## config.mk

```make
export PLATFORM = sky130hd
export DESIGN_NAME = vector_bank
export DESIGN_NICKNAME = d
export VERILOG_FILES = /design/src/hw/qr_accel_pkg.sv /design/src/hw/vector_bank.sv
export SDC_FILE = /design/constraint.sdc
export NUM_CORES = 2
export LEC_CHECK = 0
export ABC_AREA = 1
export ABC_CLOCK_PERIOD_IN_PS = 19800
export BUFFER_PORTS_ARGS = -buffer_cell sky130_fd_sc_hd__clkbuf_2
export CAP_MARGIN = 20
export CORE_MARGIN = 1
export CORE_UTILIZATION = 40
export CTS_BUF_LIST = sky130_fd_sc_hd__clkbuf_8
export DETAILED_ROUTE_END_ITERATION = 8
export PLACE_DENSITY = 0.58
export REMOVE_ABC_BUFFERS = 1
export SLEW_MARGIN = 5
export SYNTH_ARGS = -nofsm -noshare
export SYNTH_HDL_FRONTEND = slang
export SYNTH_SLANG_ARGS = --single-unit
export TNS_END_PERCENT = 50
```

## constraint.sdc

```tcl
create_clock -name clk -period 19.8 [get_ports clk]
set_clock_uncertainty 0.2 [all_clocks]
set_input_delay 2.97 -clock clk [delete_from_list [all_inputs] [get_ports clk]]
set_output_delay 2.97 -clock clk [all_outputs]
set_load 0.01 [all_outputs]
```

## src/hw/qr_accel_pkg.sv

```systemverilog
package qr_accel_pkg;

    // ==================================================================
    // Host line geometry
    // ==================================================================

    // One host line, 64 bytes
    localparam int LINE_BITS = 512;

    // Lanes served by one command line
    localparam int NUM_LANES = 2;

    // Lane select field, low bits of the select line
    localparam int SEL_BITS = 4;

    // ==================================================================
    // Vector store geometry
    // ==================================================================

    // Floats per vector
    localparam int VEC_LEN = 4;

    // Single-precision split
    localparam int EXP_BITS  = 8;
    localparam int FRAC_BITS = 23;

    // Store index widths, 8 rows by 4 columns
    localparam int COL_BITS = 2;
    localparam int ROW_BITS = 3;

    // ==================================================================
    // Lane command layout, offsets inside one lane slot
    // ==================================================================

    // Slot n starts at bit n * LANE_CMD_BITS
    localparam int LANE_CMD_BITS = 140;

    // Write half of the command
    localparam int WR_VALID_OFS = 0;
    localparam int WR_COL_OFS   = 1;
    localparam int WR_ROW_OFS   = 3;
    localparam int WR_VEC_OFS   = 6;

    // Read half of the command
    localparam int RD_REQ_OFS = 134;
    localparam int RD_COL_OFS = 135;
    localparam int RD_ROW_OFS = 137;

    // Result slot, {rd_valid, rd_data}
    localparam int LANE_RES_BITS = 129;

    // ==================================================================
    // Types
    // ==================================================================

    // IEEE 754 single, sign on top
    typedef struct packed {
        logic                 sign;
        logic [EXP_BITS-1:0]  exp;
        logic [FRAC_BITS-1:0] frac;
    } float_t;

    // Element 0 sits in the low word
    typedef float_t [VEC_LEN-1:0] vec_t;

    localparam int VEC_BITS = $bits(vec_t);

    typedef logic [LINE_BITS-1:0] line_t;
    typedef logic [COL_BITS-1:0]  col_t;
    typedef logic [ROW_BITS-1:0]  row_t;

    // Controller states
    typedef enum logic [2:0] {
        st_waiting_input,
        st_idle,
        st_run,
        st_output,
        st_reset
    } ctrl_state_t;

endpackage

```

## src/hw/vector_bank.sv

```systemverilog
`timescale 1ns/100ps

module vector_bank import qr_accel_pkg::*; (
    input  logic clk,
    // Clears the read output, store untouched
    input  logic lane_clear,
    // Write command
    input  logic write_valid,
    input  col_t write_column,
    input  row_t write_row,
    input  vec_t write_vec,
    // Read command
    input  logic read_req,
    input  col_t read_column,
    input  row_t read_row,
    // Last read
    output logic rd_valid,
    output vec_t rd_data
);

    // Row-major, row in the high address bits
    localparam int ADDR_BITS = ROW_BITS + COL_BITS;
    localparam int DEPTH     = 2 ** ADDR_BITS;

    vec_t store [DEPTH];

    logic [ADDR_BITS-1:0] wr_addr;
    logic [ADDR_BITS-1:0] rd_addr;

    assign wr_addr = {write_row, write_column};
    assign rd_addr = {read_row, read_column};

    // ==================================================================
    // Vector store
    // ==================================================================

    // Plain storage, survives soft reset
    always_ff @(posedge clk) begin
        if (write_valid) begin
            store[wr_addr] <= write_vec;
        end
    end

    // ==================================================================
    // Read port
    // ==================================================================

    // Sees the store before this edge's write
    // Same-entry read and write returns old contents
    always_ff @(posedge clk) begin
        if (lane_clear) begin
            rd_valid <= 1'b0;
            rd_data  <= '0;
        end else if (read_req) begin
            rd_valid <= 1'b1;
            rd_data  <= store[rd_addr];
        end
    end

    // Output empty right after a clear
    assert property (@(posedge clk)
        lane_clear |=> !rd_valid);

endmodule

```

Yosys cells after proc, flatten, opt, wreduce, memory -nomap -nowiden
Memory sizes are Yosys's and may differ from the RTL's. A register that Yosys moved wholly into a read port is not among the register bits.
Index checks and enable logic that the tools add are counted.

storage, ports and cells
  input bits = 142
  RAM bits = 4096
  memories = 1
  output and inout bits = 129
  register bits = 1
  word-level logic and storage cells = 4

operators by class
  muxes and demuxes = 2

memory list
  memory  words  width  rd ports  clocked after memory_dff  write ports  RTL line           source
  store   32     128    1         1                         1            vector_bank.sv:25  vec_t store [DEPTH];

operator list
  operator  count
  $mux 1    2

Longest topological paths before layout
  word-level depth = 2
  depth in mapped cells = 13
  depth with buffers taken out = 9

Worst setup path before layout
Ideal clock, no wire load.

  path kind = input -> register
  start = input port write_column[0]
  end = memory store[0][0] (netlist bit), enable pin
  path slack = 10.391 ns
  data required time = 18.983 ns
  path buffers = 0
  library setup time = 0.617 ns
  data arrival time = 8.591 ns
  stages = 3
  path through = inv_1 -> nand3_1 -> nor2_1

RTL lines
  item             RTL line           source
  start, declared  vector_bank.sv:9   input col_t write_column,
  end, declared    vector_bank.sv:25

Straight into the memory's write port.

==> impl_metrics.toml <==
[run_status]
outcome = "finished clean"

[clocking]
cts-resized-gates = 0
tritoncts = "built"
post-cts-setup-buffer-count = 0
clock_insertion_delay_worst_skew_ns = 1.26
clk_pin_slew_worst_paths_ns = 0.06
cts-htree-levels = 6
postCtsHoldBufs = 0
tritoncts.num_buffers = 695
clockBufferDepth = 4
cts_root_buf = "sky130_fd_sc_hd__clkbuf_8"
cts.sink_count = 4225

[logic_synthesis]
library_cell_occupying_the_most_area_in_the_post_synthesis_netlist = "sky130_fd_sc_hd__edfxtp_1"
synth_common_cells = "sky130_fd_sc_hd__nand2_1, sky130_fd_sc_hd__edfxtp_1, sky130_fd_sc_hd__nand3_1"
yosysUniqueCellTypes = 15
netlist_area_sq_um = 168300
ys.warnings.count = 0
asyncSetResetFlopFracSynth_pct = 0
synthMostInstantiatedCell = "sky130_fd_sc_hd__nand2_1"
count_of_flip_flops_with_a_built_in_enable_after_synthesis = 4096
synthDominantCellAreaShare_pct = 73.07
ys_seq_area_share_pct = 74.61
syn_avg_cell_area_sq_um = 12.21
netlist_instances = 13780
synth_flop_cell = "sky130_fd_sc_hd__edfxtp_1"
post_synth_main_area_contributors = "sky130_fd_sc_hd__edfxtp_1, sky130_fd_sc_hd__nand3_1, sky130_fd_sc_hd__nand2_1, sky130_fd_sc_hd__dfxtp_1, sky130_fd_sc_hd__buf_2"
postSynthRegisterBits = 4225

[min_path]
worstHoldEndpoint = "rd_valid"
worst_hold_path_depth = 2
hold_path.startpoint = "rd_valid"
hold_path_class = "flop to flop"

[timing]
fmax_ghz = 0.1214
setup_total_negative_slack_ns = 0
slew-limit-headroom_pct = 20.21
max_slew.worst_pin.slew_ns = 1.197
timing.final.max_slew_violations = 0
finalWorstPathRequiredPeriod_ns = 8.235
grt_setup_unrepaired = "false"
final_hold_viol_count = 0
final-setup-viol-count = 0
crit_share_post_route_pct = 41.59

[global_routing]
grt_max_degree = 199
gr-usage-all-layers_pct = 23.85
gr-total-overflow = 0
first_global_vias = 105500
grt_antenna_before_repair = 70
grt_pass1_wl_um = 746300

[critical_path]
arrival_ns = 9.19
worst_flop_to_flop_path_startpoint = "store[7][89]"
regToRegEndpoint = "rd_data[89]"
worst_path_dominant_cell_family = "buffers and inverters"
crit_chain = "buf_12 -> buf_12 -> buf_4 -> buf_4 -> buf_4 -> buf_12 -> buf_4 -> buf_4 -> nand2_1 -> nand3_1 -> nand3_1 -> nand3_1 -> nand3_1 -> nand3_1 -> nand2_1 -> inv_1"
critPathBufInv = 9
setup.reg_to_reg.worst_slack_ns = 17.94
critical_path_max_stage_delay_ns = 0.86
start_kind = "primary input"
worst_setup_path_end_kind = "flop"
critical-path-slowest-cell = "sky130_fd_sc_hd__buf_4"
worstRegToRegCells = 8
worst_ep_required_time_ns = 20.76
critPathMaxFanout = 179
setup.worst_path.class = "primary input to flop"

[placement]
place_hpwl_um = 241200
finalWeightedCongestion = 0.7564
number_of_placed_cells_counting_well_taps = 18850
port_buffers = 270

[drt]
wl_um = 519700
remaining_drc_errors = 0
drtAntennaViolNets = 0
vias = 110700
drt-vias-per-instance = 5.497
drt-initial-drc-count = 11860
route.detailed.wl_per_inst_um = 25.82
drt-pass1-iter-count = 7

[finish]
proportion_of_layout_cells_with_a_drive_suffix_above_1_pct = 9.423
layout-area-overhead-vs-synth_pct = 10.66
fin_nets = 14200
finish.cell_count_without_fillers = 20130
filler_cell_count = 37980

[run]
drv_cap = 0

[die]
initial_core_util_pct = 40.29
ios = 271
core-area_sq_um = 417800
number_of_core_rows = 237
die_width_um = 650.7
die_area_sq_um = 423400
fp.dieH_um = 650.7

[pwr]
vdd_drop_max_mv = 0.06626
power.leakage_nw = 66.71
power.density_nw_per_um2 = 97.11
-- registers in the layout (all words and copies together) (netlist names) --
register	flops
rd_data	128
store	4096
rd_valid	1
-- logic make-up after synthesis --
family	count (synthesis)	synth area share (%)
DFF	4225	74.61
buffers and inverters	1061	3.490
and+or+nand+nor	8494	21.90
-- cells in the final DEF, fill, tap and decap left out, drive strengths merged --
cell,instances
nand2,4224
edfxtp,4096
nand3,3980
clkbuf,993
inv,424
nor2,290
buf,236
clkinv,207
dfxtp,129
diode,33
clkinvlp,17
bufinv,6
-- layout make-up --
cell class                      count  area, sq um  area share, %
Antenna cell                       33        82.58        0.04434
Clock buffer                      730        10050          5.394
Clock inverter                    516         2509          1.347
Inverter                          138        573.1         0.3077
Multi-Input combinational cell   8494        37100          19.92
Sequential cell                  4225       125600          67.42
Tap cell                         5497         6878          3.693
Timing Repair Buffer              499         3486          1.872
-- power breakdown --
group | total (mW) | switching (mW) | internal, mW
clock network | 7.02 | 3.52 | 3.50
logic | 1.09 | 0.828 | 0.267
registers | 9.97 | 0.0388 | 9.93
total | 18.1 | 4.39 | 13.7
-- how the worst max path moves through the flow --
stage,startpoint,endpoint,slack (ns),cells after the start
global placement,read_column[0],rd_data[77],10.29,15
global route,read_column[0],rd_data[77],11.18,16
floorplan,read_column[0],rd_data[0],6.46,9
detailed placement,read_column[0],rd_data[77],10.22,15
finish,read_column[0],rd_data[77],11.56,16
CTS,read_column[0],rd_data[77],11.51,15
-- worst reg2reg max path: stages (launching register included) --
cell	delay, ns
sky130_fd_sc_hd__edfxtp_1	0.38
sky130_fd_sc_hd__nand2_1	0.08
sky130_fd_sc_hd__nand3_1	0.08
sky130_fd_sc_hd__nand3_1	0.12
sky130_fd_sc_hd__nand3_1	0.11
sky130_fd_sc_hd__nand3_1	0.14
sky130_fd_sc_hd__nand3_1	0.40
sky130_fd_sc_hd__nand2_1	0.18
sky130_fd_sc_hd__inv_1	0.05
-- per-stage QoR --
| stage | hold slack [ns] | power [mW] | instance area [sq um] | util, % | setup slack, ns |
|---|---|---|---|---|---|
| final | 0.2669 | 18.09 | 186300 | 44.58 | 11.56 |
| after global routing | 0.2837 | 18.71 | 186200 | 44.57 | 11.18 |
| after CTS | 0.2674 | 18.21 | 186100 | 44.55 | 11.51 |
| after detailed placement | 0.2538 | 11.25 | 173600 | 41.54 | 10.22 |
| after global placement | 0.2446 | 11.24 | 173500 | 41.53 | 10.29 |
| after floorplan | 0.2873 | 10.78 | 163000 | - | 6.462 |
-- layer usage --
layer  wire length (um)  GRT usage (%)  vias up  part of all wire, %
met3              38470          3.601      947                  7.4
met1             212400          31.55    55450                   41
li1                   -              -    49640                    -
met4              16950          8.469       38                  3.3
met5                247              0        -                0.048
met2             251700          40.03     4606                   48
No activity file was read; power rests on OpenSTA's default activity.
