File: config.mk
export PLATFORM = sky130hd
export DESIGN_NAME = command_decoder
export DESIGN_NICKNAME = d
export VERILOG_FILES = /design/src/hw/qr_accel_pkg.sv /design/src/hw/command_decoder.sv
export SDC_FILE = /design/constraint.sdc
export NUM_CORES = 1
export LEC_CHECK = 0
export BUFFER_PORTS_ARGS = -buffer_cell sky130_fd_sc_hd__buf_4
export CORE_AREA = 2 2 316 318
export CTS_CLUSTER_DIAMETER = 120
export DETAILED_ROUTE_END_ITERATION = 12
export DIE_AREA = 0 0 318 320
export HOLD_SLACK_MARGIN = 0.1
export PLACE_DENSITY = 0.3
export SKIP_CTS_REPAIR_TIMING = 1
export SLEW_MARGIN = 0
export SYNTH_ARGS = -nofsm -noshare
export SYNTH_HDL_FRONTEND = slang
export SYNTH_SLANG_ARGS = --single-unit
File: constraint.sdc
create_clock -name clk -period 15.4 [get_ports clk]
set_input_delay 1.54 -clock clk [delete_from_list [all_inputs] [get_ports clk]]
set_output_delay 1.54 -clock clk [all_outputs]
set_load 0.005 [all_outputs]
File: src/hw/qr_accel_pkg.sv
package qr_accel_pkg;

    // ==================================================================
    // Host line geometry
    // ==================================================================

    // One host line, 64 bytes
    localparam int LINE_BITS = 512;

    // Lanes served by one command line
    localparam int NUM_LANES = 2;

    // Lane select field, low bits of the select line
    localparam int SEL_BITS = 4;

    // ==================================================================
    // Vector store geometry
    // ==================================================================

    // Floats per vector
    localparam int VEC_LEN = 4;

    // Single-precision split
    localparam int EXP_BITS  = 8;
    localparam int FRAC_BITS = 23;

    // Store index widths, 8 rows by 4 columns
    localparam int COL_BITS = 2;
    localparam int ROW_BITS = 3;

    // ==================================================================
    // Lane command layout, offsets inside one lane slot
    // ==================================================================

    // Slot n starts at bit n * LANE_CMD_BITS
    localparam int LANE_CMD_BITS = 140;

    // Write half of the command
    localparam int WR_VALID_OFS = 0;
    localparam int WR_COL_OFS   = 1;
    localparam int WR_ROW_OFS   = 3;
    localparam int WR_VEC_OFS   = 6;

    // Read half of the command
    localparam int RD_REQ_OFS = 134;
    localparam int RD_COL_OFS = 135;
    localparam int RD_ROW_OFS = 137;

    // Result slot, {rd_valid, rd_data}
    localparam int LANE_RES_BITS = 129;

    // ==================================================================
    // Types
    // ==================================================================

    // IEEE 754 single, sign on top
    typedef struct packed {
        logic                 sign;
        logic [EXP_BITS-1:0]  exp;
        logic [FRAC_BITS-1:0] frac;
    } float_t;

    // Element 0 sits in the low word
    typedef float_t [VEC_LEN-1:0] vec_t;

    localparam int VEC_BITS = $bits(vec_t);

    typedef logic [LINE_BITS-1:0] line_t;
    typedef logic [COL_BITS-1:0]  col_t;
    typedef logic [ROW_BITS-1:0]  row_t;

    // Controller states
    typedef enum logic [2:0] {
        st_waiting_input,
        st_idle,
        st_run,
        st_output,
        st_reset
    } ctrl_state_t;

endpackage

File: src/hw/command_decoder.sv
`timescale 1ns/100ps

module command_decoder import qr_accel_pkg::*; (
    input  logic                  clk,
    input  logic                  is_reset_signal_written,
    // Host strobes
    input  logic                  fn_wr,
    input  logic                  start_wr,
    input  logic                  soft_reset_wr,
    input  logic                  line_valid,
    input  line_t                 line_data,
    // Per-lane write command
    output logic [NUM_LANES-1:0]  write_valid,
    output col_t [NUM_LANES-1:0]  write_column,
    output row_t [NUM_LANES-1:0]  write_row,
    output vec_t [NUM_LANES-1:0]  write_vec,
    // Per-lane read command
    output logic [NUM_LANES-1:0]  read_req,
    output col_t [NUM_LANES-1:0]  read_column,
    output row_t [NUM_LANES-1:0]  read_row,
    // Lane output clear
    output logic                  lane_clear,
    // Result select pulse
    output logic                  sel_valid,
    output logic [SEL_BITS-1:0]   sel_lane
);

    ctrl_state_t state;

    // Line taken as a command line
    logic cmd_accept;
    // Line taken as a select line
    logic sel_accept;

    assign cmd_accept = (state == st_run) && line_valid;
    assign sel_accept = (state == st_output) && line_valid;

    // Hard reset or the one-cycle soft reset state
    assign lane_clear = is_reset_signal_written || (state == st_reset);

    // ==================================================================
    // Control FSM
    // ==================================================================

    always_ff @(posedge clk) begin
        if (is_reset_signal_written) begin
            state <= st_waiting_input;
        end else begin
            case (state)
                // Function write opens the command path
                st_waiting_input: begin
                    if (fn_wr) begin
                        state <= st_idle;
                    end
                end
                // Soft reset wins over start
                st_idle: begin
                    if (soft_reset_wr) begin
                        state <= st_reset;
                    end else if (start_wr) begin
                        state <= st_run;
                    end
                end
                // Waiting for the command line
                st_run: begin
                    if (cmd_accept) begin
                        state <= st_output;
                    end
                end
                // Waiting for the select line
                st_output: begin
                    if (sel_accept) begin
                        state <= st_idle;
                    end
                end
                st_reset: begin
                    state <= st_idle;
                end
                default: begin
                    state <= st_waiting_input;
                end
            endcase
        end
    end

    // ==================================================================
    // Command and select strobes
    // ==================================================================

    // Valid bits only for the cycle after the accepting edge
    always_ff @(posedge clk) begin
        if (is_reset_signal_written) begin
            write_valid <= '0;
            read_req    <= '0;
            sel_valid   <= 1'b0;
        end else begin
            sel_valid <= sel_accept;
            for (int n = 0; n < NUM_LANES; n++) begin
                write_valid[n] <= cmd_accept && line_data[n*LANE_CMD_BITS + WR_VALID_OFS];
                read_req[n]    <= cmd_accept && line_data[n*LANE_CMD_BITS + RD_REQ_OFS];
            end
        end
    end

    // Field capture, qualified by the strobes above
    always_ff @(posedge clk) begin
        if (cmd_accept) begin
            for (int n = 0; n < NUM_LANES; n++) begin
                write_column[n] <= line_data[n*LANE_CMD_BITS + WR_COL_OFS +: COL_BITS];
                write_row[n]    <= line_data[n*LANE_CMD_BITS + WR_ROW_OFS +: ROW_BITS];
                write_vec[n]    <= line_data[n*LANE_CMD_BITS + WR_VEC_OFS +: VEC_BITS];
                read_column[n]  <= line_data[n*LANE_CMD_BITS + RD_COL_OFS +: COL_BITS];
                read_row[n]     <= line_data[n*LANE_CMD_BITS + RD_ROW_OFS +: ROW_BITS];
            end
        end
        // Select field in the low bits
        if (sel_accept) begin
            sel_lane <= line_data[0 +: SEL_BITS];
        end
    end

    // ==================================================================
    // Checks
    // ==================================================================

    // Lane commands only right after a command line
    assert property (@(posedge clk) disable iff (is_reset_signal_written)
        ((|write_valid) || (|read_req)) |-> $past(cmd_accept));

    // One select pulse per select line
    assert property (@(posedge clk) disable iff (is_reset_signal_written)
        sel_valid |=> !sel_valid);

endmodule

# After elaboration in Yosys (flattened, before gate mapping)
# Cells that the tools add are included.
# classes
add_sub_neg	0
multipliers	0
n_div	0
magnitude_cmp	0
n_eq_ne	8
shift	0
muxes	6
bitwise	0
n_reduce_logical	9
# op_table
op	count
2-to-1 mux 3 bit	5
case mux 3 bit (5 select lines)	1
== test 3 x 2 -> 1 bit (second input constant)	2
logical AND 1 bit	6
inequality test 2 bit (second input constant)	3
AND reduction 4 bit	1
== test 3 x 1 -> 1 bit (second input constant)	1
== test 3 bit (second input constant)	1
zero test 3 bit	1
inequality test 3 bit (second input constant)	1
logical OR 1 bit	1
# word_totals
reg_bits	288
latchBits	0
ram_bits	0
rom_bits	0
in_bits	518
out_inout_bits	286
word_cells	60
mem_count	0

# Longest topological paths before layout
# Gate-level depths: netlist (run 1).
# logic_depth
word_depth	4
ltp_mapped	4
mapped_depth_nobuf	3

# Worst setup path before layout (run 1)
# OpenSTA, ideal clock, no wires.
# synth_timing
path_type	input to register
start	in line_valid
end	reg read_column[0] in the netlist's numbering, enable pin
setup_ns	0.919
arrival_ns	13.105
required_ns	14.481
path_slack_ns	1.375
cell_stages	2
n_path_buf	0
cell_sequence	nand3b_1 > nor2_1
# synth_between
elab_chain_cells	1
# synth_lines
element	line_no	rtl
from (decl)	command_decoder.sv:10	input logic line_valid,
logical AND 1 bit	command_decoder.sv:35	assign cmd_accept = (state == st_run) && line_valid;
to (signal, indexed assignment)	command_decoder.sv:112	read_column[n] <= line_data[n*LANE_CMD_BITS + RD_COL_OFS +: COL_BITS];
to (decl)	command_decoder.sv:19	output col_t [NUM_LANES-1:0] read_column,
# Every way passes these cells.
# A chain may end at the register's enable or synchronous reset.

# Final worst setup path (run 1)
# layout_timing
start	in line_valid
end	reg write_vec[16] in the netlist's numbering, enable pin
# layout_between
elab_chain_cells	1
# layout_lines
element	line_no	rtl
logical AND 1 bit	command_decoder.sv:35	
to (signal, indexed assignment)	command_decoder.sv:111	write_vec[n] <= line_data[n*LANE_CMD_BITS + WR_VEC_OFS +: VEC_BITS];
to (decl)	command_decoder.sv:16	output vec_t [NUM_LANES-1:0] write_vec,
# Every way passes these cells.

==> summary.txt, run 1 <==
Clock network
  • Root buf cell: clkbuf_16
  • Clock Latency Late Sink: 570 ps
  • CTS buffer count: 38
  • CTS clk-pin slew, worst paths: 50 ps
  • Clock Tree Buf Depth: 3
  • CTS tree: yes
  • Num Clock Sinks: 288
  • H-tree depth: 2

STA
  • Hold Vio Cnt, Final: 0
  • Setup violations, final: 0
  • RSZ-0062 raised after global routing: no
  • F_max: 256 MHz
  • Setup ws final: 11490 ps
  • Setup TNS: 0 ps
  • Slew margin rel.: 33.1%
  • Period Utilization, post-route: 25.4%
  • Worst slew pin tran: 1000 ps
  • Clk_skew: 22.1 ps
  • Max-slew violation count: 0
  • Min cycle time layout: 3910 ps

Global routing
  • Initial antenna violation count: 7
  • GRT Overall Usage: 7.02%
  • Vias in the first global route: 6205
  • Pin count of the biggest net entering global routing: 76
  • First-pass GRT wire length: 49200 um
  • Gr ovfl total: 0

Synthesis
  • Syn_nets: 832
  • #FFs+latches synth: 288
  • Post-Syn Instances: 314
  • Largest cells by area after synthesis: edfxtp_1 (96%), dfxtp_1 (1.8%), and2_1 (0.29%)
  • Avg Cell Area, Syn: 27.8 sq um
  • Cell area after synthesis: 8730 sq um
  • Register area share after synthesis: 98.2%
  • Warnings from Yosys: 0
  • Post-synthesis cell type count: 18
  • Largest area contributor in the netlist: edfxtp_1
  • Area share of the leading cell type in the synthesized netlist: 96.3%

Power
  • Final Total Pwr: 1820 uW
  • P per Cell Area: 115 nW/um^2
  • Worst VDD drop: 0.0000780 V
  • Static leakage: 0.00597 uW

Placed design
  • Place WS: 10710 ps
  • # port buffers: 571
  • Routability cong.: 0.688
  • Dpl hpwl: 28900 um
  • Placed insts: 2174

Final layout
  • Share of cells above drive strength 1: 65.9%
  • Antenna Cells: 0
  • Final layout net count: 1445
  • Fin util: 16.1%
  • Filler cell count: 10783
  • Non-filler cells, final: 2240
  • Area Overhead vs Synth: 81.1%

Run status
  • Status: finished, final reports clean

Setup path
  • Origin of the worst setup path: line_valid
  • R2R Path Start: state[1]
  • CP required: 15590 ps
  • FF-to-FF path depth: 4
  • CP Data Arrival Time: 4100 ps
  • CP Capture Point: write_vec[16]
  • Reg2reg setup slack: 12070 ps
  • Worst Setup End Kind: flop
  • CP Launch Type: input port
  • CP max FO: 75
  • Worst R2R End: write_vec[16]
  • CP Class: input port to flop

Route
  • Vias: 5675
  • DR DRC count: 0
  • Routed Antenna Nets: 0
  • WL final: 37100 um
  • DR pass1 iterations: 4
  • Via/cell ratio: 2.53
  • DRT iter0 DRCs: 261
  • Wire per inst: 16.6 um

Flow run
  • Max-Cap Viols: 0

Floorplan
  • Row cnt: 115
  • Die Y: 320 um
  • Number of I/O pins: 804
  • Chip Width: 318 um
  • Die ar.: 102000 sq um
  • Starting Density: 8.91%
  • Core ar.: 98000 sq um

Min path
  • Hold path depth: 1
  • Worst min-delay path class: flop to flop
worst max-delay path, stage by stage:
cell and delay, ps:
buf_4 100, nand3b_1 170, nor2_4 500, buf_4 750, buf_4 910
per-layer routing:
layer	vias up	wire length [um]	global-route usage [%]
li1	2500	-	-
met1	2716	13700	7.50
met2	391	16900	10.9
met3	60	5170	4.53
met4	8	1200	3.08
met5	-	52	0
sequential cells by signal, indices dropped and copies added, names as in the netlist:
name	flops
write_vec	256
read_row	6
write_row	6
read_column	4
sel_lane	4
write_column	4
state	3
read_req	2
write_valid	2
sel_valid	1
placed cells by master, fill, tap and decap left out:
cell type / n
clkbuf_1: 11
clkinv_2: 3
clkinv_4: 3
nor2_2: 1
inv_6: 1
dfxtp_1: 8
inv_1: 2
nand3b_1: 1
clkinv_1: 5
o21bai_1: 1
nor4_1: 3
clkbuf_16: 39
a21o_1: 1
nor2_4: 1
clkinvlp_4: 2
edfxtp_1: 280
nor3_1: 1
a2111oi_1: 1
or2b_1: 1
nor2_1: 4
and2_1: 4
and3_2: 1
bufinv_16: 2
o21a_1: 1
a31oi_1: 1
buf_4: 575
synth_stat cells:
| cell | number |
|---|---|
| a2111oi_1 | 1 |
| a21o_1 | 1 |
| a31oi_1 | 1 |
| and2_1 | 4 |
| and3_2 | 1 |
| buf_6 | 1 |
| clkbuf_2 | 1 |
| dfxtp_1 | 8 |
| edfxtp_1 | 280 |
| inv_1 | 2 |
| nand3b_1 | 1 |
| nor2_1 | 5 |
| nor2_2 | 1 |
| nor3_1 | 1 |
| nor4_1 | 3 |
| o21a_1 | 1 |
| o21bai_1 | 1 |
| or2b_1 | 1 |
per-stage QoR:
step / area (sq um) / hold WS (ps)
floorplan: 8730 / 487
global placement: 14600 / 529
detailed placement: 14600 / 532
CTS: 15800 / 542
global route: 15800 / 552
finish: 15800 / 542
how the worst min path moves through the flow:
stage                to  startpoint  slack (ps)
6_report       state[2]    state[2]         540
2_1_floorplan  state[2]    state[2]         490
4_1_cts        state[2]    state[2]         540
3_3_place_gp   state[2]    state[2]         530
3_5_place_dp   state[2]    state[2]         530
5_1_grt        state[2]    state[2]         550
cell families after synthesis:
group / count (synthesis) / synth area share, %
flip-flops: 288 / 98.2
AND/OR/NAND/NOR: 17 / 1.10
AO/OA/AOI/OAI: 5 / 0.445
buffers and inverters: 4 / 0.272
power breakdown:
group,switching (uW),internal (uW)
clock,357,498
sequential,4.88,873
combinational,27.3,57.0
total,389,1430
cell type report:
cell class | instances | area, sq um | share of cell area, %
Clock buffer | 50 | 1020 | 6.44
Clock inverter | 16 | 144 | 0.910
Inverter | 2 | 7.51 | 0.0475
Multi-Input combinational cell | 22 | 143 | 0.902
Sequential cell | 288 | 8570 | 54.2
Tap cell | 1287 | 1610 | 10.2
Timing Repair Buffer | 575 | 4320 | 27.3
Note: power is estimated with default switching activity, not from simulation.
==> run 2: changes to the inputs <==
--- a/config.mk
+++ b/config.mk
@@ -6,10 +6,10 @@
 export NUM_CORES = 1
 export LEC_CHECK = 0
 export BUFFER_PORTS_ARGS = -buffer_cell sky130_fd_sc_hd__buf_4
-export CORE_AREA = 2 2 316 318
+export CORE_AREA = 2 2 315 317
 export CTS_CLUSTER_DIAMETER = 120
 export DETAILED_ROUTE_END_ITERATION = 12
-export DIE_AREA = 0 0 318 320
+export DIE_AREA = 0 0 317 319
 export HOLD_SLACK_MARGIN = 0.1
 export PLACE_DENSITY = 0.3
 export SKIP_CTS_REPAIR_TIMING = 1
==> constraint.sdc (replaced) <==
create_clock -name clk -period 3.45 [get_ports clk]
set_input_delay 0.345 -clock clk [delete_from_list [all_inputs] [get_ports clk]]
set_output_delay 0.345 -clock clk [all_outputs]
set_load 0.005 [all_outputs]
==> summary.txt, run 2 (same netlist as run 1, synthesis figures left out) <==
Min path
  • Hold path depth: 4 (was 1)
  • Hold Crit Start: start_wr (was state[2])
  • Worst min-delay path class: input port to flop (was flop to flop)
  • Hold endpoint: state[0] (was state[2])

Clock network
  • Clock Latency Late Sink: 570 ps (about the same)
  • H-tree depth: 2 (unchanged)
  • CTS buffer count: 39 (was 38)
  • Root buf cell: clkbuf_16 (unchanged)
  • Num Clock Sinks: 288 (unchanged)
  • Clock Tree Buf Depth: 3 (unchanged)
  • CTS clk-pin slew, worst paths: 60 ps (was 50 ps)
  • CTS tree: yes (unchanged)

Setup path
  • Worst path max stage delay: 480 ps (was 910 ps)
  • Largest delay contributor family on the critical path: buffers and inverters (unchanged)
  • Crit path cell chain: nand3b_1 > nor2_4 > buf_12 (was buf_4 > nand3b_1 > nor2_4 > buf_4 > buf_4)
  • CP Launch Type: flop (was input port)
  • CP max FO: 134 (was 75)
  • Worst R2R End: write_vec[84] (was write_vec[16])
  • R2R Path Start: state[1] (unchanged)
  • Worst Setup End Kind: flop (unchanged)
  • Critical Path Stages: 3 (was 5)
  • FF-to-FF path depth: 3 (was 4)
  • CP required: 3630 ps (was 15590 ps)
  • Crit path buffers/inverters: 1 (was 3)
  • CP Class: flop to flop (was input port to flop)
  • CP Data Arrival Time: 2230 ps (was 4100 ps)
  • CP max stage cell: buf_12 (was buf_4)
  • Reg2reg setup slack: 1410 ps (was 12070 ps)

Final layout
  • Most common cell after layout, fill and taps aside: buf_4 (unchanged)
  • Final layout net count: 1729 (was 1445)
  • Filler cell count: 10576 (was 10783)
  • Area Overhead vs Synth: 115% (was 81.1%)
  • Final instance area: 18800 sq um (was 15800 sq um)
  • Max FFs per register: 256 (unchanged)
  • Top flop regs: write_vec: 256 flops, read_row: 6 flops, write_row: 6 flops (unchanged)
  • Fin util: 19.2% (was 16.1%)
  • Share of cells above drive strength 1: 51.2% (was 65.9%)
  • Commonest cells after routing, fill and taps aside: buf_4 (571), dlygate4sd3_1 (283), edfxtp_1 (280), clkbuf_16 (41) (was buf_4 (575), edfxtp_1 (280), clkbuf_16 (39), clkbuf_1 (11), dfxtp_1 (8))
  • Largest Register: write_vec (unchanged)
  • Antenna Cells: 0 (unchanged)

Route
  • DR DRC count: 1 (was 0)
  • Routed Antenna Nets: 0 (unchanged)
  • Wire per inst: 15.2 um (was 16.6 um)
  • Via/cell ratio: 2.66 (was 2.53)
  • DRT iter0 DRCs: 274 (was 261)
  • DR pass1 iterations: 8 (was 4)
  • WL final: 38400 um (was 37100 um)
  • Vias: 6719 (was 5675)

Placed design
  • Place WS: 1460 ps (was 10710 ps)
  • Dpl hpwl: 28600 um (was 28900 um)
  • # port buffers: 571 (unchanged)
  • Routability cong.: 0.698 (was 0.688)
  • Post-DP Area: 14700 sq um (was 14600 sq um)

Floorplan
  • Die ar.: 101000 sq um (was 102000 sq um)
  • Core ar.: 97700 sq um (was 98000 sq um)
  • Die Y: 319 um (was 320 um)
  • Row cnt: 115 (unchanged)
  • Chip Width: 317 um (was 318 um)
  • Starting Density: 8.93% (was 8.91%)
  • Number of I/O pins: 804 (unchanged)

STA
  • Worst slew pin tran: 950 ps (was 1000 ps)
  • Min cycle time layout: 2040 ps
  • Max-slew violation count: 0 (unchanged)
  • Setup violations, final: 0 (unchanged)
  • F_max: 489 MHz
  • Hold Vio Cnt, Final: 0 (unchanged)
  • RSZ-0062 raised after global routing: no (unchanged)
  • Setup ws final: 1410 ps (was 11490 ps)
  • Clk_skew: 9.70 ps (was 22.1 ps)
  • Setup TNS: 0 ps (unchanged)
  • Period Utilization, post-route: 59.2%
  • Slew margin rel.: 36.7% (was 33.1%)

Global routing
  • Pin count of the biggest net entering global routing: 135 (was 76)
  • First-pass GRT wire length: 48300 um (was 49200 um)
  • GRT Overall Usage: 6.97% (was 7.02%)
  • Gr ovfl total: 0 (unchanged)
  • Vias in the first global route: 6112 (was 6205)
  • Initial antenna violation count: 9 (was 7)

Run status
  • Failing checks: design-rule violations
  • Status: complete, but fails checks (was finished, final reports clean)

Power
  • Static leakage: 0.00721 uW (was 0.00597 uW)
  • Final Total Pwr: 8570 uW (was 1820 uW)
  • P per Cell Area: 456 nW/um^2 (was 115 nW/um^2)
  • Worst VDD drop: 0.000339 V (was 0.0000780 V)

Flow run
  • Max-Cap Viols: 0 (unchanged)
run 2: changes by cell type in the layout (fill, tap and decap cells not counted), sizes merged:
| cell | previous run | this run |
|---|---|---|
| clkinv | 11 | 13 |
| dlygate4sd3 | 0 | 283 |
| inv | 3 | 5 |
run 2: final cells by class:
type | count | area (sq um) | share of cell area [%]
clock buffer | 50 | 1070 | 5.70
multi-input combinational | 22 | 143 | 0.760
inverter | 2 | 7.51 | 0.0400
tap | 1287 | 1610 | 8.58
sequential | 288 | 8570 | 45.6
timing repair buffer | 858 | 7200 | 38.4
clock inverter | 20 | 174 | 0.926
run 2: metal layers:
metal | vias up | part of all wire [%] | GRT usage (%)
met2 | 411 | 46 | 11.1
met5 | - | 0.21 | 0
met3 | 64 | 14 | 4.86
met1 | 3159 | 36 | 6.81
li1 | 3073 | - | -
met4 | 12 | 3.3 | 3.31
run 2: report_power, final:
part | total, uW | switching [uW] | internal (uW) | leakage (uW)
registers | 3920 | 20.2 | 3900 | 0.00259
clock network | 3990 | 1630 | 2350 | 0.000605
logic | 663 | 196 | 467 | 0.00402
run 2: worst max path at each step:
stage	start	endpoint	slack (ps)
floorplan	state[1]	read_column[0]	-1700
global placement	state[1]	write_vec[48]	1480
detailed placement	state[1]	write_vec[187]	1460
CTS	state[1]	write_vec[187]	1430
global route	state[1]	write_vec[187]	1270
finish	state[1]	write_vec[84]	1410
run 2: per-stage QoR:
step           hold WS (ps)  instances
3_3_place_gp            524       2174
2_1_floorplan           421        314
6_report                130       2527
3_5_place_dp            524       2174
4_1_cts                -131       2244
5_1_grt                 118       2527
run 2: worst reg2reg max path, stage by stage (launching register included):
cell and delay, ps:
dfxtp_1 450, nand3b_1 240, nor2_4 210, buf_12 480
