--- config.mk ---
export PLATFORM = sky130hd
export DESIGN_NAME = result_packer
export DESIGN_NICKNAME = d
export VERILOG_FILES = /design/src/hw/qr_accel_pkg.sv /design/src/hw/result_packer.sv
export SDC_FILE = /design/constraint.sdc
export NUM_CORES = 1
export LEC_CHECK = 0
export BUFFER_PORTS_ARGS = -buffer_cell sky130_fd_sc_hd__buf_2
export CAP_MARGIN = 20
export CELL_PAD_IN_SITES_DETAIL_PLACEMENT = 1
export CELL_PAD_IN_SITES_GLOBAL_PLACEMENT = 1
export CORE_AREA = 2 2 303 305
export CTS_CLUSTER_SIZE = 28
export DETAILED_ROUTE_END_ITERATION = 6
export DIE_AREA = 0 0 305 307
export PLACE_DENSITY = 0.48
export SYNTH_ARGS = -nofsm -noshare
export SYNTH_HDL_FRONTEND = slang
export SYNTH_SLANG_ARGS = --single-unit
--- constraint.sdc ---
create_clock -name clk -period 1.22 [get_ports clk]
set_input_delay 0.122 -clock clk [delete_from_list [all_inputs] [get_ports clk]]
set_output_delay 0.122 -clock clk [all_outputs]
set_load 0.01 [all_outputs]
--- src/hw/qr_accel_pkg.sv ---
package qr_accel_pkg;

    // ==================================================================
    // Host line geometry
    // ==================================================================

    // One host line, 64 bytes
    localparam int LINE_BITS = 512;

    // Lanes served by one command line
    localparam int NUM_LANES = 2;

    // Lane select field, low bits of the select line
    localparam int SEL_BITS = 4;

    // ==================================================================
    // Vector store geometry
    // ==================================================================

    // Floats per vector
    localparam int VEC_LEN = 4;

    // Single-precision split
    localparam int EXP_BITS  = 8;
    localparam int FRAC_BITS = 23;

    // Store index widths, 8 rows by 4 columns
    localparam int COL_BITS = 2;
    localparam int ROW_BITS = 3;

    // ==================================================================
    // Lane command layout, offsets inside one lane slot
    // ==================================================================

    // Slot n starts at bit n * LANE_CMD_BITS
    localparam int LANE_CMD_BITS = 140;

    // Write half of the command
    localparam int WR_VALID_OFS = 0;
    localparam int WR_COL_OFS   = 1;
    localparam int WR_ROW_OFS   = 3;
    localparam int WR_VEC_OFS   = 6;

    // Read half of the command
    localparam int RD_REQ_OFS = 134;
    localparam int RD_COL_OFS = 135;
    localparam int RD_ROW_OFS = 137;

    // Result slot, {rd_valid, rd_data}
    localparam int LANE_RES_BITS = 129;

    // ==================================================================
    // Types
    // ==================================================================

    // IEEE 754 single, sign on top
    typedef struct packed {
        logic                 sign;
        logic [EXP_BITS-1:0]  exp;
        logic [FRAC_BITS-1:0] frac;
    } float_t;

    // Element 0 sits in the low word
    typedef float_t [VEC_LEN-1:0] vec_t;

    localparam int VEC_BITS = $bits(vec_t);

    typedef logic [LINE_BITS-1:0] line_t;
    typedef logic [COL_BITS-1:0]  col_t;
    typedef logic [ROW_BITS-1:0]  row_t;

    // Controller states
    typedef enum logic [2:0] {
        st_waiting_input,
        st_idle,
        st_run,
        st_output,
        st_reset
    } ctrl_state_t;

endpackage

--- src/hw/result_packer.sv ---
`timescale 1ns/100ps

module result_packer import qr_accel_pkg::*; (
    input  logic                  clk,
    input  logic                  is_reset_signal_written,
    // Select pulse from the decoder
    input  logic                  sel_valid,
    input  logic [SEL_BITS-1:0]   sel_lane,
    // Lane read outputs
    input  logic [NUM_LANES-1:0]  rd_valid,
    input  vec_t [NUM_LANES-1:0]  rd_data,
    // Result line toward the host
    output logic                  result_valid,
    output line_t                 result_data
);

    // Line with only the selected slot filled
    line_t slot_line;

    // ==================================================================
    // Slot placement
    // ==================================================================

    // Slots side by side, rd_valid above the data
    // Out-of-range selects leave the line zero
    always_comb begin
        slot_line = '0;
        for (int n = 0; n < NUM_LANES; n++) begin
            if (sel_lane == SEL_BITS'(n)) begin
                slot_line[n*LANE_RES_BITS +: LANE_RES_BITS] = {rd_valid[n], rd_data[n]};
            end
        end
    end

    // ==================================================================
    // Output registers
    // ==================================================================

    always_ff @(posedge clk) begin
        if (is_reset_signal_written) begin
            result_valid <= 1'b0;
        end else begin
            result_valid <= sel_valid;
        end
    end

    // Data only moves with a select
    always_ff @(posedge clk) begin
        if (sel_valid) begin
            result_data <= slot_line;
        end
    end

    // One result per select, one cycle later
    assert property (@(posedge clk) disable iff (is_reset_signal_written)
        result_valid == $past(sel_valid));

endmodule

* Word level (Yosys, flattened, before mapping)
Index checks and enable logic that the tools add are counted.
Word-level totals: register bits 259, input port bits 265, output and inout bits 513
Operators by class: reduce and logical (&&, ||, !) cells 1, eq/ne operators 1
Operator list (count):
- == test 4 x 1 -> 1 bit, second input constant | 1
- logical NOT 4 bit | 1

* Logic depth before layout (Yosys ltp)
Gate-level depths: netlist of the first run.
depth in word-level cells 1, gate-level depth with buffers 4

* Worst setup path before layout of the first run
OpenSTA, ideal clock, no wires.
path type input to register, from input port sel_lane[0], to register result_data[116], data pin, stages on the path 4, arrival time 0.908 ns, setup time 0.131 ns, slack 0.181 ns, path through nor4_2 clkbuf_2 buf_2 and2_1
Between the ends: cells in the longest elaborated chain, start to end 1
RTL lines:
- start: declaration | RTL line result_packer.sv:8 | input logic [SEL_BITS-1:0] sel_lane,
- logical NOT 4 bit | RTL line result_packer.sv:29 | if (sel_lane == SEL_BITS'(n)) begin
- end signal: assignment | RTL line result_packer.sv:50 | result_data <= slot_line;
- end: declaration | RTL line result_packer.sv:14 | output line_t result_data
Every way passes these cells. A chain may end at the register's enable or synchronous reset.

* Final worst setup path of the first run
from register result_data[47], to output port result_data[47]
No word-level cell between the ends.

==> results.sh, run 1 <==
export IMPL_crit_chain="buf_2"
export IMPL_cts_made_buffers=34
export IMPL_violations="setup timing"
export IMPL_dieArea_sq_mm=0.0936
export IMPL_synth_seq_cells=259
export IMPL_portBuffers=523
export IMPL_cts_sinks=259
export IMPL_worst_path_max_fanout=1
export IMPL_grt_pass1_wl_microns=60200
export IMPL_totalPowerFinal_mw=23.3
export IMPL_syn_avg_cell_area_sq_um=14.3
export IMPL_crit_required_ns=1.10
export IMPL_die_h_microns=307
export IMPL_status="complete, but fails checks"
export IMPL_rows=111
export IMPL_grt_start_max_net_pins=60
export IMPL_ys_top_cells_by_count="and2_1 (258), edfxtp_1 (258), buf_4 (257), clkbuf_2 (22), clkbuf_1 (2)"
export IMPL_gr_total_overflow=0
export IMPL_syn_inst=803
export IMPL_drive_gt1_share_pct=36.8
export IMPL_multi_input_area_sq_mm=0.00262
export IMPL_cts_max_level=2
export IMPL_initial_core_util_pct=12.6
export IMPL_cp_top_family="flip-flops"
export IMPL_ys_types=11
export IMPL_clk_pin_slew_worst_paths_ns=0.06
export IMPL_holdPathStages=1
export IMPL_place_hpwl_microns=33300
export IMPL_synth_top_cell_area_share_pct=67.5
export IMPL_synthArstFlopShare_pct=0
export IMPL_final_core_util_pct=20.7
export IMPL_nFillCells=10442
export IMPL_clock_path_buffers=3
export IMPL_dr_first_iter_drc_count=360
export IMPL_worstHoldStart="sel_valid"
export IMPL_slowest_stage="edfxtp_1"
export IMPL_hold_path_end="result_data[33]"
export IMPL_maxCapViolations=0
export IMPL_post_drt_wl_per_cell_microns=15.2
export IMPL_maxSlewViolCount=0
export IMPL_ys_warn_count=0
export IMPL_wl_microns=43300
export IMPL_worstSetupPathDepth=1
export IMPL_peakVddDrop_v=0.000865
export IMPL_synth_largest_area_cell="edfxtp_1"
export IMPL_cts_root_buffer="clkbuf_16"
export IMPL_rsz0062_at_grt="yes"
export IMPL_hold_ws_ns=0.0151
export IMPL_startpoint_type="flip-flop"
export IMPL_synth_area_leaders="edfxtp_1 (68%), buf_4 (17%), and2_1 (14%)"
export IMPL_grt_pass1_vias=8937
export IMPL_vias=8342
export IMPL_drtAntennaViolNets=0
export IMPL_seqCellArea_sq_mm=0.00777
export IMPL_tritoncts="done"
export IMPL_seq_area_frac_synth_pct=67.7
export IMPL_hold_violations=0
export IMPL_critPathKind="flip-flop to output pin"
export IMPL_crit_path_max_incr_delay_ns=0.51
export IMPL_syn_cell_area_sq_mm=0.0115
export IMPL_period_share_pct=113
export IMPL_cp_arrival_ns=1.26
export IMPL_fin_crit_ns=1.38
export IMPL_power_density_mw_per_mm2=1240
export IMPL_fin_tns_setup_ns=-2.71
export IMPL_crit_buf_inv=1
export IMPL_static_leakage_power_nw=8.01
export IMPL_hold_class="input port to flip-flop"
export IMPL_nets=1893
export IMPL_setup_worst_path_end_class="output pin"
export IMPL_fmax_mhz=724
export IMPL_preCtsSetupSlack_ns=-0.169
export IMPL_setup_viol=35
export IMPL_syn_to_final_growth_pct=63.7
export IMPL_antenna_found_initial=8
export IMPL_setup_ws_ns=-0.160
export IMPL_io_pins=778
export IMPL_drc=0
export IMPL_grt_usage_pct=8.78
export IMPL_ys_flop_type="edfxtp_1"
export IMPL_first_pass_iters=4
export IMPL_core_sq_mm=0.0907
export IMPL_gp_congestion=0.810
export IMPL_synth_edff_count=258
export IMPL_die_w_microns=305
export IMPL_via_per_inst=2.94
layout by cell type (no fill, tap or decap), drive strengths merged, types with 11 or more instances in the layout:
cell / instances
and2: 258
conb: 254
clkbuf: 42
edfxtp: 258
clkinv: 11
dlygate4sd3: 259
buf: 559
cell families after synthesis:
kind of cell           after synthesis  synth area share, %
buffers and inverters              282                 17.9
DFF                                259                 67.7
other                                1               0.0327
and+or+nand+nor                    261                 14.4
how the worst max path moves through the flow:
stage	from	endpoint
finish	result_data[47]	result_data[47]
global route	result_data[46]	result_data[46]
CTS	result_data[46]	result_data[46]
detailed placement	sel_lane[1]	result_data[221]
global placement	sel_lane[1]	result_data[221]
floorplan	sel_lane[0]	result_data[116]
metrics by stage:
stage,cells,cell area [sq um]
finish,2839,18800
global placement,2519,14900
floorplan,1056,12400
global route,2838,18800
CTS,2837,18700
detailed placement,2519,14900
state kept, by name, summed over array words and instances, names as in the netlist:
| name | flops |
|---|---|
| result_data | 258 |
| result_valid | 1 |
repair_timing:
item,CTS,global route
setup buffers,0,0
hold buffers,259,0
endpoints found under the hold margin,259,0
gates resized for setup,45,18
pin swaps,0,0
setup endpoints to repair,189,214
per-layer routing:
layer | wire length (microns) | track usage [%] | vias to the layer above
li1 | - | - | 3823
met1 | 15500 | 9.17 | 3918
met2 | 22000 | 15.9 | 534
met3 | 4280 | 3.32 | 63
met4 | 1420 | 3.25 | 4
met5 | 27 | 0 | -
cell type report:
type,count,share of cell area [%]
Tap cell,1186,7.90
Antenna cell,2,0.0266
Multi-Input combinational cell,515,13.9
Timing Repair Buffer,818,31.1
Clock buffer,42,4.80
Sequential cell,259,41.4
Clock inverter,17,0.873
where the power goes:
part | leakage, nW | total [mW] | switching, mW | internal, mW
clock | 0.514 | 9.76 | 4.06 | 5.71
combinational | 5.03 | 2.96 | 1.54 | 1.42
sequential | 2.46 | 10.6 | 0.232 | 10.3
total | 8.01 | 23.3 | 5.83 | 17.5
Power figures use the tool's default switching activity.
==> run 2, diff against run 1 <==
--- a/config.mk
+++ b/config.mk
@@ -5,15 +5,16 @@
 export SDC_FILE = /design/constraint.sdc
 export NUM_CORES = 1
 export LEC_CHECK = 0
+export ABC_AREA = 1
 export BUFFER_PORTS_ARGS = -buffer_cell sky130_fd_sc_hd__buf_2
 export CAP_MARGIN = 20
 export CELL_PAD_IN_SITES_DETAIL_PLACEMENT = 1
 export CELL_PAD_IN_SITES_GLOBAL_PLACEMENT = 1
-export CORE_AREA = 2 2 303 305
+export CORE_AREA = 2 2 305 307
 export CTS_CLUSTER_SIZE = 28
 export DETAILED_ROUTE_END_ITERATION = 6
-export DIE_AREA = 0 0 305 307
-export PLACE_DENSITY = 0.48
+export DIE_AREA = 0 0 307 309
+export PLACE_DENSITY = 0.5
 export SYNTH_ARGS = -nofsm -noshare
 export SYNTH_HDL_FRONTEND = slang
 export SYNTH_SLANG_ARGS = --single-unit
==> run 2 against run 1 <==
Compared with the run above:
- the run still ends with setup timing left
- die area is 1.3% higher
- first-iteration DRC count is 23% higher
- total power is 1.6% higher
- non-clock buffer count is 16 higher
- cell count is 9.9% higher
- core utilization is 1.3 points higher
- design area is 7.3% higher
- clock power hardly changed
- global-route usage hardly changed
- hold slack better by 0.029 ns
- fmax is 4.6% higher
- clock-buffer cell count is 2 higher
- largest cell class unchanged
==> results.sh, run 2 <==
export IMPL_cts_made_buffers=34
export IMPL_final_cells=3120
export IMPL_synth_seq_cells=259
export IMPL_status="complete, but fails checks"
export IMPL_layout_common_cells="buf_2 (479), inv_1 (260), dlygate4sd3_1 (258), edfxtp_1 (258), conb_1 (254)"
export IMPL_core_sq_mm=0.0914
export IMPL_ys_top_cells_by_count="buf_4 (265), inv_1 (260), edfxtp_1 (258), nor2_1 (162), nor2_4 (100)"
export IMPL_initial_core_util_pct=13.9
export IMPL_maxSlewViolCount=0
export IMPL_nets=2172
export IMPL_nFillCells=10674
export IMPL_ys_warn_count=0
export IMPL_vias=9421
export IMPL_cp_top_family="flip-flops"
export IMPL_synth_edff_count=258
export IMPL_peakVddDrop_v=0.000676
export IMPL_grt_usage_pct=8.83
export IMPL_worstSetupPathDepth=1
export IMPL_static_leakage_power_nw=9.40
export IMPL_hold_violations=0
export IMPL_fmax_mhz=758
export IMPL_swShare_pct=25.9
export IMPL_place_hpwl_microns=34400
export IMPL_crit_buf_inv=1
export IMPL_clk_pin_slew_worst_paths_ns=0.05
export IMPL_holdPathStages=4
export IMPL_synth_largest_area_cell="edfxtp_1"
export IMPL_regMostFlops="result_data"
export IMPL_syn_avg_cell_area_sq_um=11.9
export IMPL_grt_start_max_net_pins=60
export IMPL_dr_first_iter_drc_count=444
export IMPL_synthArstFlopShare_pct=0
export IMPL_final_core_util_pct=22.1
export IMPL_maxCapViolations=0
export IMPL_seqCellArea_sq_mm=0.00777
export IMPL_reg_top3="result_data (258), result_valid (1)"
export IMPL_rsz0062_at_grt="yes"
export IMPL_post_drt_wl_per_cell_microns=14.4
export IMPL_die_w_microns=307
export IMPL_syn_to_final_growth_pct=58.9
export IMPL_seq_power_share_pct=44.5
export IMPL_p_int_mw=17.5
export IMPL_rows=111
export IMPL_post_place_cells=2799
export IMPL_via_per_inst=3.02
export IMPL_crit_path_max_incr_delay_ns=0.47
export IMPL_setup_worst_path_end_class="output pin"
export IMPL_cts_sinks=259
export IMPL_setup_viol=20
export IMPL_largest_reg_flops=258
export IMPL_syn_cell_area_sq_mm=0.0127
export IMPL_synth_most_common_cell="buf_4"
export IMPL_grt_pass1_vias=10243
export IMPL_drtAntennaViolNets=0
export IMPL_crit_required_ns=1.10
export IMPL_critPathKind="flip-flop to output pin"
export IMPL_multi_input_area_sq_mm=0.00271
export IMPL_drive_gt1_share_pct=37.6
export IMPL_ys_types=11
export IMPL_wl_microns=44900
export IMPL_comb_power_share_pct=14.3
export IMPL_slowest_stage="edfxtp_1"
export IMPL_antenna_found_initial=7
export IMPL_period_share_pct=108
export IMPL_gp_congestion=0.779
export IMPL_power_density_mw_per_mm2=1170
export IMPL_pwr_share_clk_pct=41.2
export IMPL_drc=0
export IMPL_hold_class="input port to flip-flop"
export IMPL_syn_inst=1066
export IMPL_switchingPower_mw=6.13
export IMPL_clock_path_buffers=3
export IMPL_fin_crit_ns=1.32
export IMPL_startpoint_type="flip-flop"
export IMPL_crit_chain="buf_2"
export IMPL_die_h_microns=309
export IMPL_worst_path_max_fanout=1
export IMPL_gr_total_overflow=0
export IMPL_cts_max_level=2
export IMPL_hold_ws_ns=0.0437
export IMPL_tritoncts="done"
export IMPL_grt_pass1_wl_microns=62600
export IMPL_violations="setup timing"
export IMPL_cts_root_buffer="clkbuf_16"
export IMPL_setup_ws_ns=-0.0996
export IMPL_ys_flop_type="edfxtp_1"
export IMPL_io_pins=778
export IMPL_cp_arrival_ns=1.20
export IMPL_dieArea_sq_mm=0.0949
export IMPL_first_pass_iters=4
export IMPL_portBuffers=523
export IMPL_preCtsSetupSlack_ns=-0.0378
export IMPL_synth_area_leaders="edfxtp_1 (61%), buf_4 (16%), nor2_4 (8.9%)"
export IMPL_final_common_cell="buf_2"
export IMPL_seq_area_frac_synth_pct=61.2
export IMPL_post_cts_setup_buffers=0
export IMPL_synth_top_cell_area_share_pct=61.1
run 2: changes by cell type after synthesis, sizes merged:
cell    change
nor4b       -1
nor2      +262
nor4        -1
and2      -258
nor2b       -1
nand2       +2
inv       +260
clkbuf     -24
buf        +24
run 2: logic make-up (layout without fill, tap and decap cells):
kind of cell  Yosys count  after routing  synth area share (%)
buf+inv               542           1156                  25.0
other cells             1            255                0.0296
simple gates          264            264                  13.7
flops                 259            259                  61.2
run 2: cell type report:
| class | instances | area share (%) |
|---|---|---|
| Timing Repair Buffer | 834 | 30.5 |
| Multi-Input combinational cell | 518 | 13.4 |
| Clock buffer | 44 | 4.46 |
| Antenna cell | 1 | 0.0124 |
| Inverter | 260 | 4.84 |
| Sequential cell | 259 | 38.5 |
| Tap cell | 1186 | 7.36 |
| Clock inverter | 18 | 0.807 |
run 2: worst paths after layout:
kind | from | slack (ns) | endpoint
max | result_data[180] | -0.1 | result_data[180]
min | rd_data[123] | 0.04 | result_data[123]
run 2: through the flow:
stage	total power [mW]	instance area, sq um	TNS (ns)
finish	23.6	20200	-1.10
global route	24.8	20200	-7.48
CTS	24.1	20100	-6.43
detailed placement	13.3	16200	-0.218
global placement	13.3	16200	-0.529
floorplan	12.4	13600	0
run 2: metal layers:
metal | share of wire [%] | GRT usage (%)
met3 | 8.7 | 2.86
met5 | 0.091 | 0
met4 | 3.7 | 3.63
met2 | 53 | 16.8
met1 | 35 | 8.78
run 2: power by group through the flow:
stage               logic, mW  clock network [mW]  registers [mW]
finish                   3.38                9.73            10.5
global route             3.66                10.5            10.6
CTS                      3.37                10.2            10.6
detailed placement       2.62                   0            10.7
global placement         2.59                   0            10.7
floorplan                1.41                   0            10.9
run 2: timing repair:
| item | in CTS | in global routing |
|---|---|---|
| hold buffers | 258 | 0 |
| endpoints found under the setup margin | 168 | 205 |
| gates resized for setup | 51 | 21 |
| hold endpoints to repair | 260 | 0 |
==> run 3, diff against run 2 <==
--- a/config.mk
+++ b/config.mk
@@ -7,14 +7,14 @@
 export LEC_CHECK = 0
 export ABC_AREA = 1
 export BUFFER_PORTS_ARGS = -buffer_cell sky130_fd_sc_hd__buf_2
-export CAP_MARGIN = 20
 export CELL_PAD_IN_SITES_DETAIL_PLACEMENT = 1
 export CELL_PAD_IN_SITES_GLOBAL_PLACEMENT = 1
-export CORE_AREA = 2 2 305 307
+export CORE_AREA = 2 2 300 302
+export CTS_BUF_LIST = sky130_fd_sc_hd__clkbuf_4 sky130_fd_sc_hd__clkbuf_8
 export CTS_CLUSTER_SIZE = 28
 export DETAILED_ROUTE_END_ITERATION = 6
-export DIE_AREA = 0 0 307 309
-export PLACE_DENSITY = 0.5
+export DIE_AREA = 0 0 302 304
+export PLACE_DENSITY = 0.51
 export SYNTH_ARGS = -nofsm -noshare
 export SYNTH_HDL_FRONTEND = slang
 export SYNTH_SLANG_ARGS = --single-unit
==> constraint.sdc (replaced) <==
create_clock -name clk -period 1.3 [get_ports clk]
set_input_delay 0.13 -clock clk [delete_from_list [all_inputs] [get_ports clk]]
set_output_delay 0.13 -clock clk [all_outputs]
set_load 0.01 [all_outputs]
==> run 3 against run 2 <==
Compared with the run above:
- the run still ends with setup timing left
- worst setup slack lost 0.019 ns
- critical path depth did not move
- non-clock buffer count is 14 lower
- largest power group unchanged
- clock-buffer cell count rose by 20
- first-iteration DRC count down 18%
==> results.sh, run 3 (synthesized netlist as in run 2, its figures left out) <==
export IMPL_hold_violations=0
export IMPL_critPathKind="flip-flop to output pin"
export IMPL_clock_path_buffers=3
export IMPL_grt_start_max_net_pins=62
export IMPL_maxSlewViolCount=0
export IMPL_final_area_sq_mm=0.0197
export IMPL_gp_congestion=0.794
export IMPL_cts_root_buffer="clkbuf_8"
export IMPL_final_cells=3124
export IMPL_largest_reg_flops=258
export IMPL_grt_pass1_vias=10118
export IMPL_hold_class="input port to flip-flop"
export IMPL_cts_sinks=259
export IMPL_post_place_cells=2772
export IMPL_cts_max_level=2
export IMPL_violations="setup timing"
export IMPL_fin_crit_ns=1.42
export IMPL_crit_path_max_incr_delay_ns=0.48
export IMPL_crit_buf_inv=1
export IMPL_reg_top3="result_data (258), result_valid (1)"
export IMPL_portBuffers=523
export IMPL_grt_pass1_wl_microns=61100
export IMPL_post_drt_wl_per_cell_microns=13.8
export IMPL_setup_worst_path_end_class="output pin"
export IMPL_cp_top_family="flip-flops"
export IMPL_setup_viol=22
export IMPL_initial_core_util_pct=14.2
export IMPL_clk_pin_slew_worst_paths_ns=0.06
export IMPL_drive_gt1_share_pct=38.0
export IMPL_nets=2173
export IMPL_syn_to_final_growth_pct=55.7
export IMPL_die_w_microns=302
export IMPL_crit_chain="buf_2"
export IMPL_place_hpwl_microns=31900
export IMPL_via_per_inst=3.02
export IMPL_peakVddDrop_v=0.000519
export IMPL_cts_made_buffers=49
export IMPL_rows=110
export IMPL_drtAntennaViolNets=0
export IMPL_drc=0
export IMPL_dieArea_sq_mm=0.0918
export IMPL_power_density_mw_per_mm2=1060
export IMPL_regMostFlops="result_data"
export IMPL_fin_tns_setup_ns=-0.700
export IMPL_status="complete, but fails checks"
export IMPL_post_dp_cell_area_sq_mm=0.0160
export IMPL_antenna_found_initial=6
export IMPL_worst_path_max_fanout=1
export IMPL_layout_common_cells="buf_2 (489), dlygate4sd3_1 (261), inv_1 (260)"
export IMPL_die_h_microns=304
export IMPL_final_common_cell="buf_2"
export IMPL_wl_microns=43100
export IMPL_rsz0062_at_grt="yes"
export IMPL_grt_usage_pct=8.82
export IMPL_dr_first_iter_drc_count=362
export IMPL_first_pass_iters=4
export IMPL_core_sq_mm=0.0890
export IMPL_maxCapViolations=0
export IMPL_fmax_mhz=705
export IMPL_post_cts_setup_buffers=0
export IMPL_gr_total_overflow=0
export IMPL_period_share_pct=109
export IMPL_cp_arrival_ns=1.29
export IMPL_vias=9432
export IMPL_io_pins=778
export IMPL_crit_required_ns=1.17
export IMPL_setup_ws_ns=-0.119
export IMPL_hold_ws_ns=0.109
export IMPL_totalPowerFinal_mw=20.9
export IMPL_startpoint_type="flip-flop"
export IMPL_tritoncts="done"
export IMPL_slowest_stage="edfxtp_1"
export IMPL_static_leakage_power_nw=9.24
==> run 3: per-stage QoR <==
stage / worst slack (ns) / util [%]
final: -0.119 / 22.2
after global routing: -0.227 / 22.2
after CTS: -0.243 / 22.1
after detailed placement: -0.0575 / 17.9
after global placement: -0.0662 / 17.9
after floorplan: 0.341 / -
==> run 3: path summary, 6_finish.rpt <==
kind	endpoint	slack (ns)	startpoint	cells past startpoint
min	result_data[180]	0.11	sel_lane[1]	5
max	result_data[135]	-0.12	result_data[135]	1
==> run 3: layer usage <==
metal	routed length (microns)	track usage, %	share of wire [%]	vias to the layer above
li1	-	-	-	4384
met1	15800	9.23	37	4437
met2	22400	16.6	52	547
met3	3840	2.63	8.9	60
met4	1050	2.84	2.4	4
met5	27	0	0.063	-
==> run 3: timing repair <==
action                                  in CTS  in global routing
endpoints found under the hold margin      266                  0
hold buffers                               261                  0
endpoints found under the setup margin     259                257
gates resized for setup                     47                 13
==> run 3: layout make-up <==
class | count | area, sq um
Antenna cell | 1 | 2.50
Clock buffer | 64 | 787
Clock inverter | 26 | 163
Fill cell | 10419 | 69300
Inverter | 260 | 976
Multi-Input combinational cell | 518 | 2710
Sequential cell | 259 | 7770
Tap cell | 1176 | 1470
Timing Repair Buffer | 820 | 5870
==> run 3: power by group <==
part           switching (mW)  leakage (nW)  total [mW]  internal, mW
Combinational            1.72          6.27        3.09          1.38
Clock                    3.70         0.503        7.89          4.19
Sequential              0.186          2.46        9.88          9.69
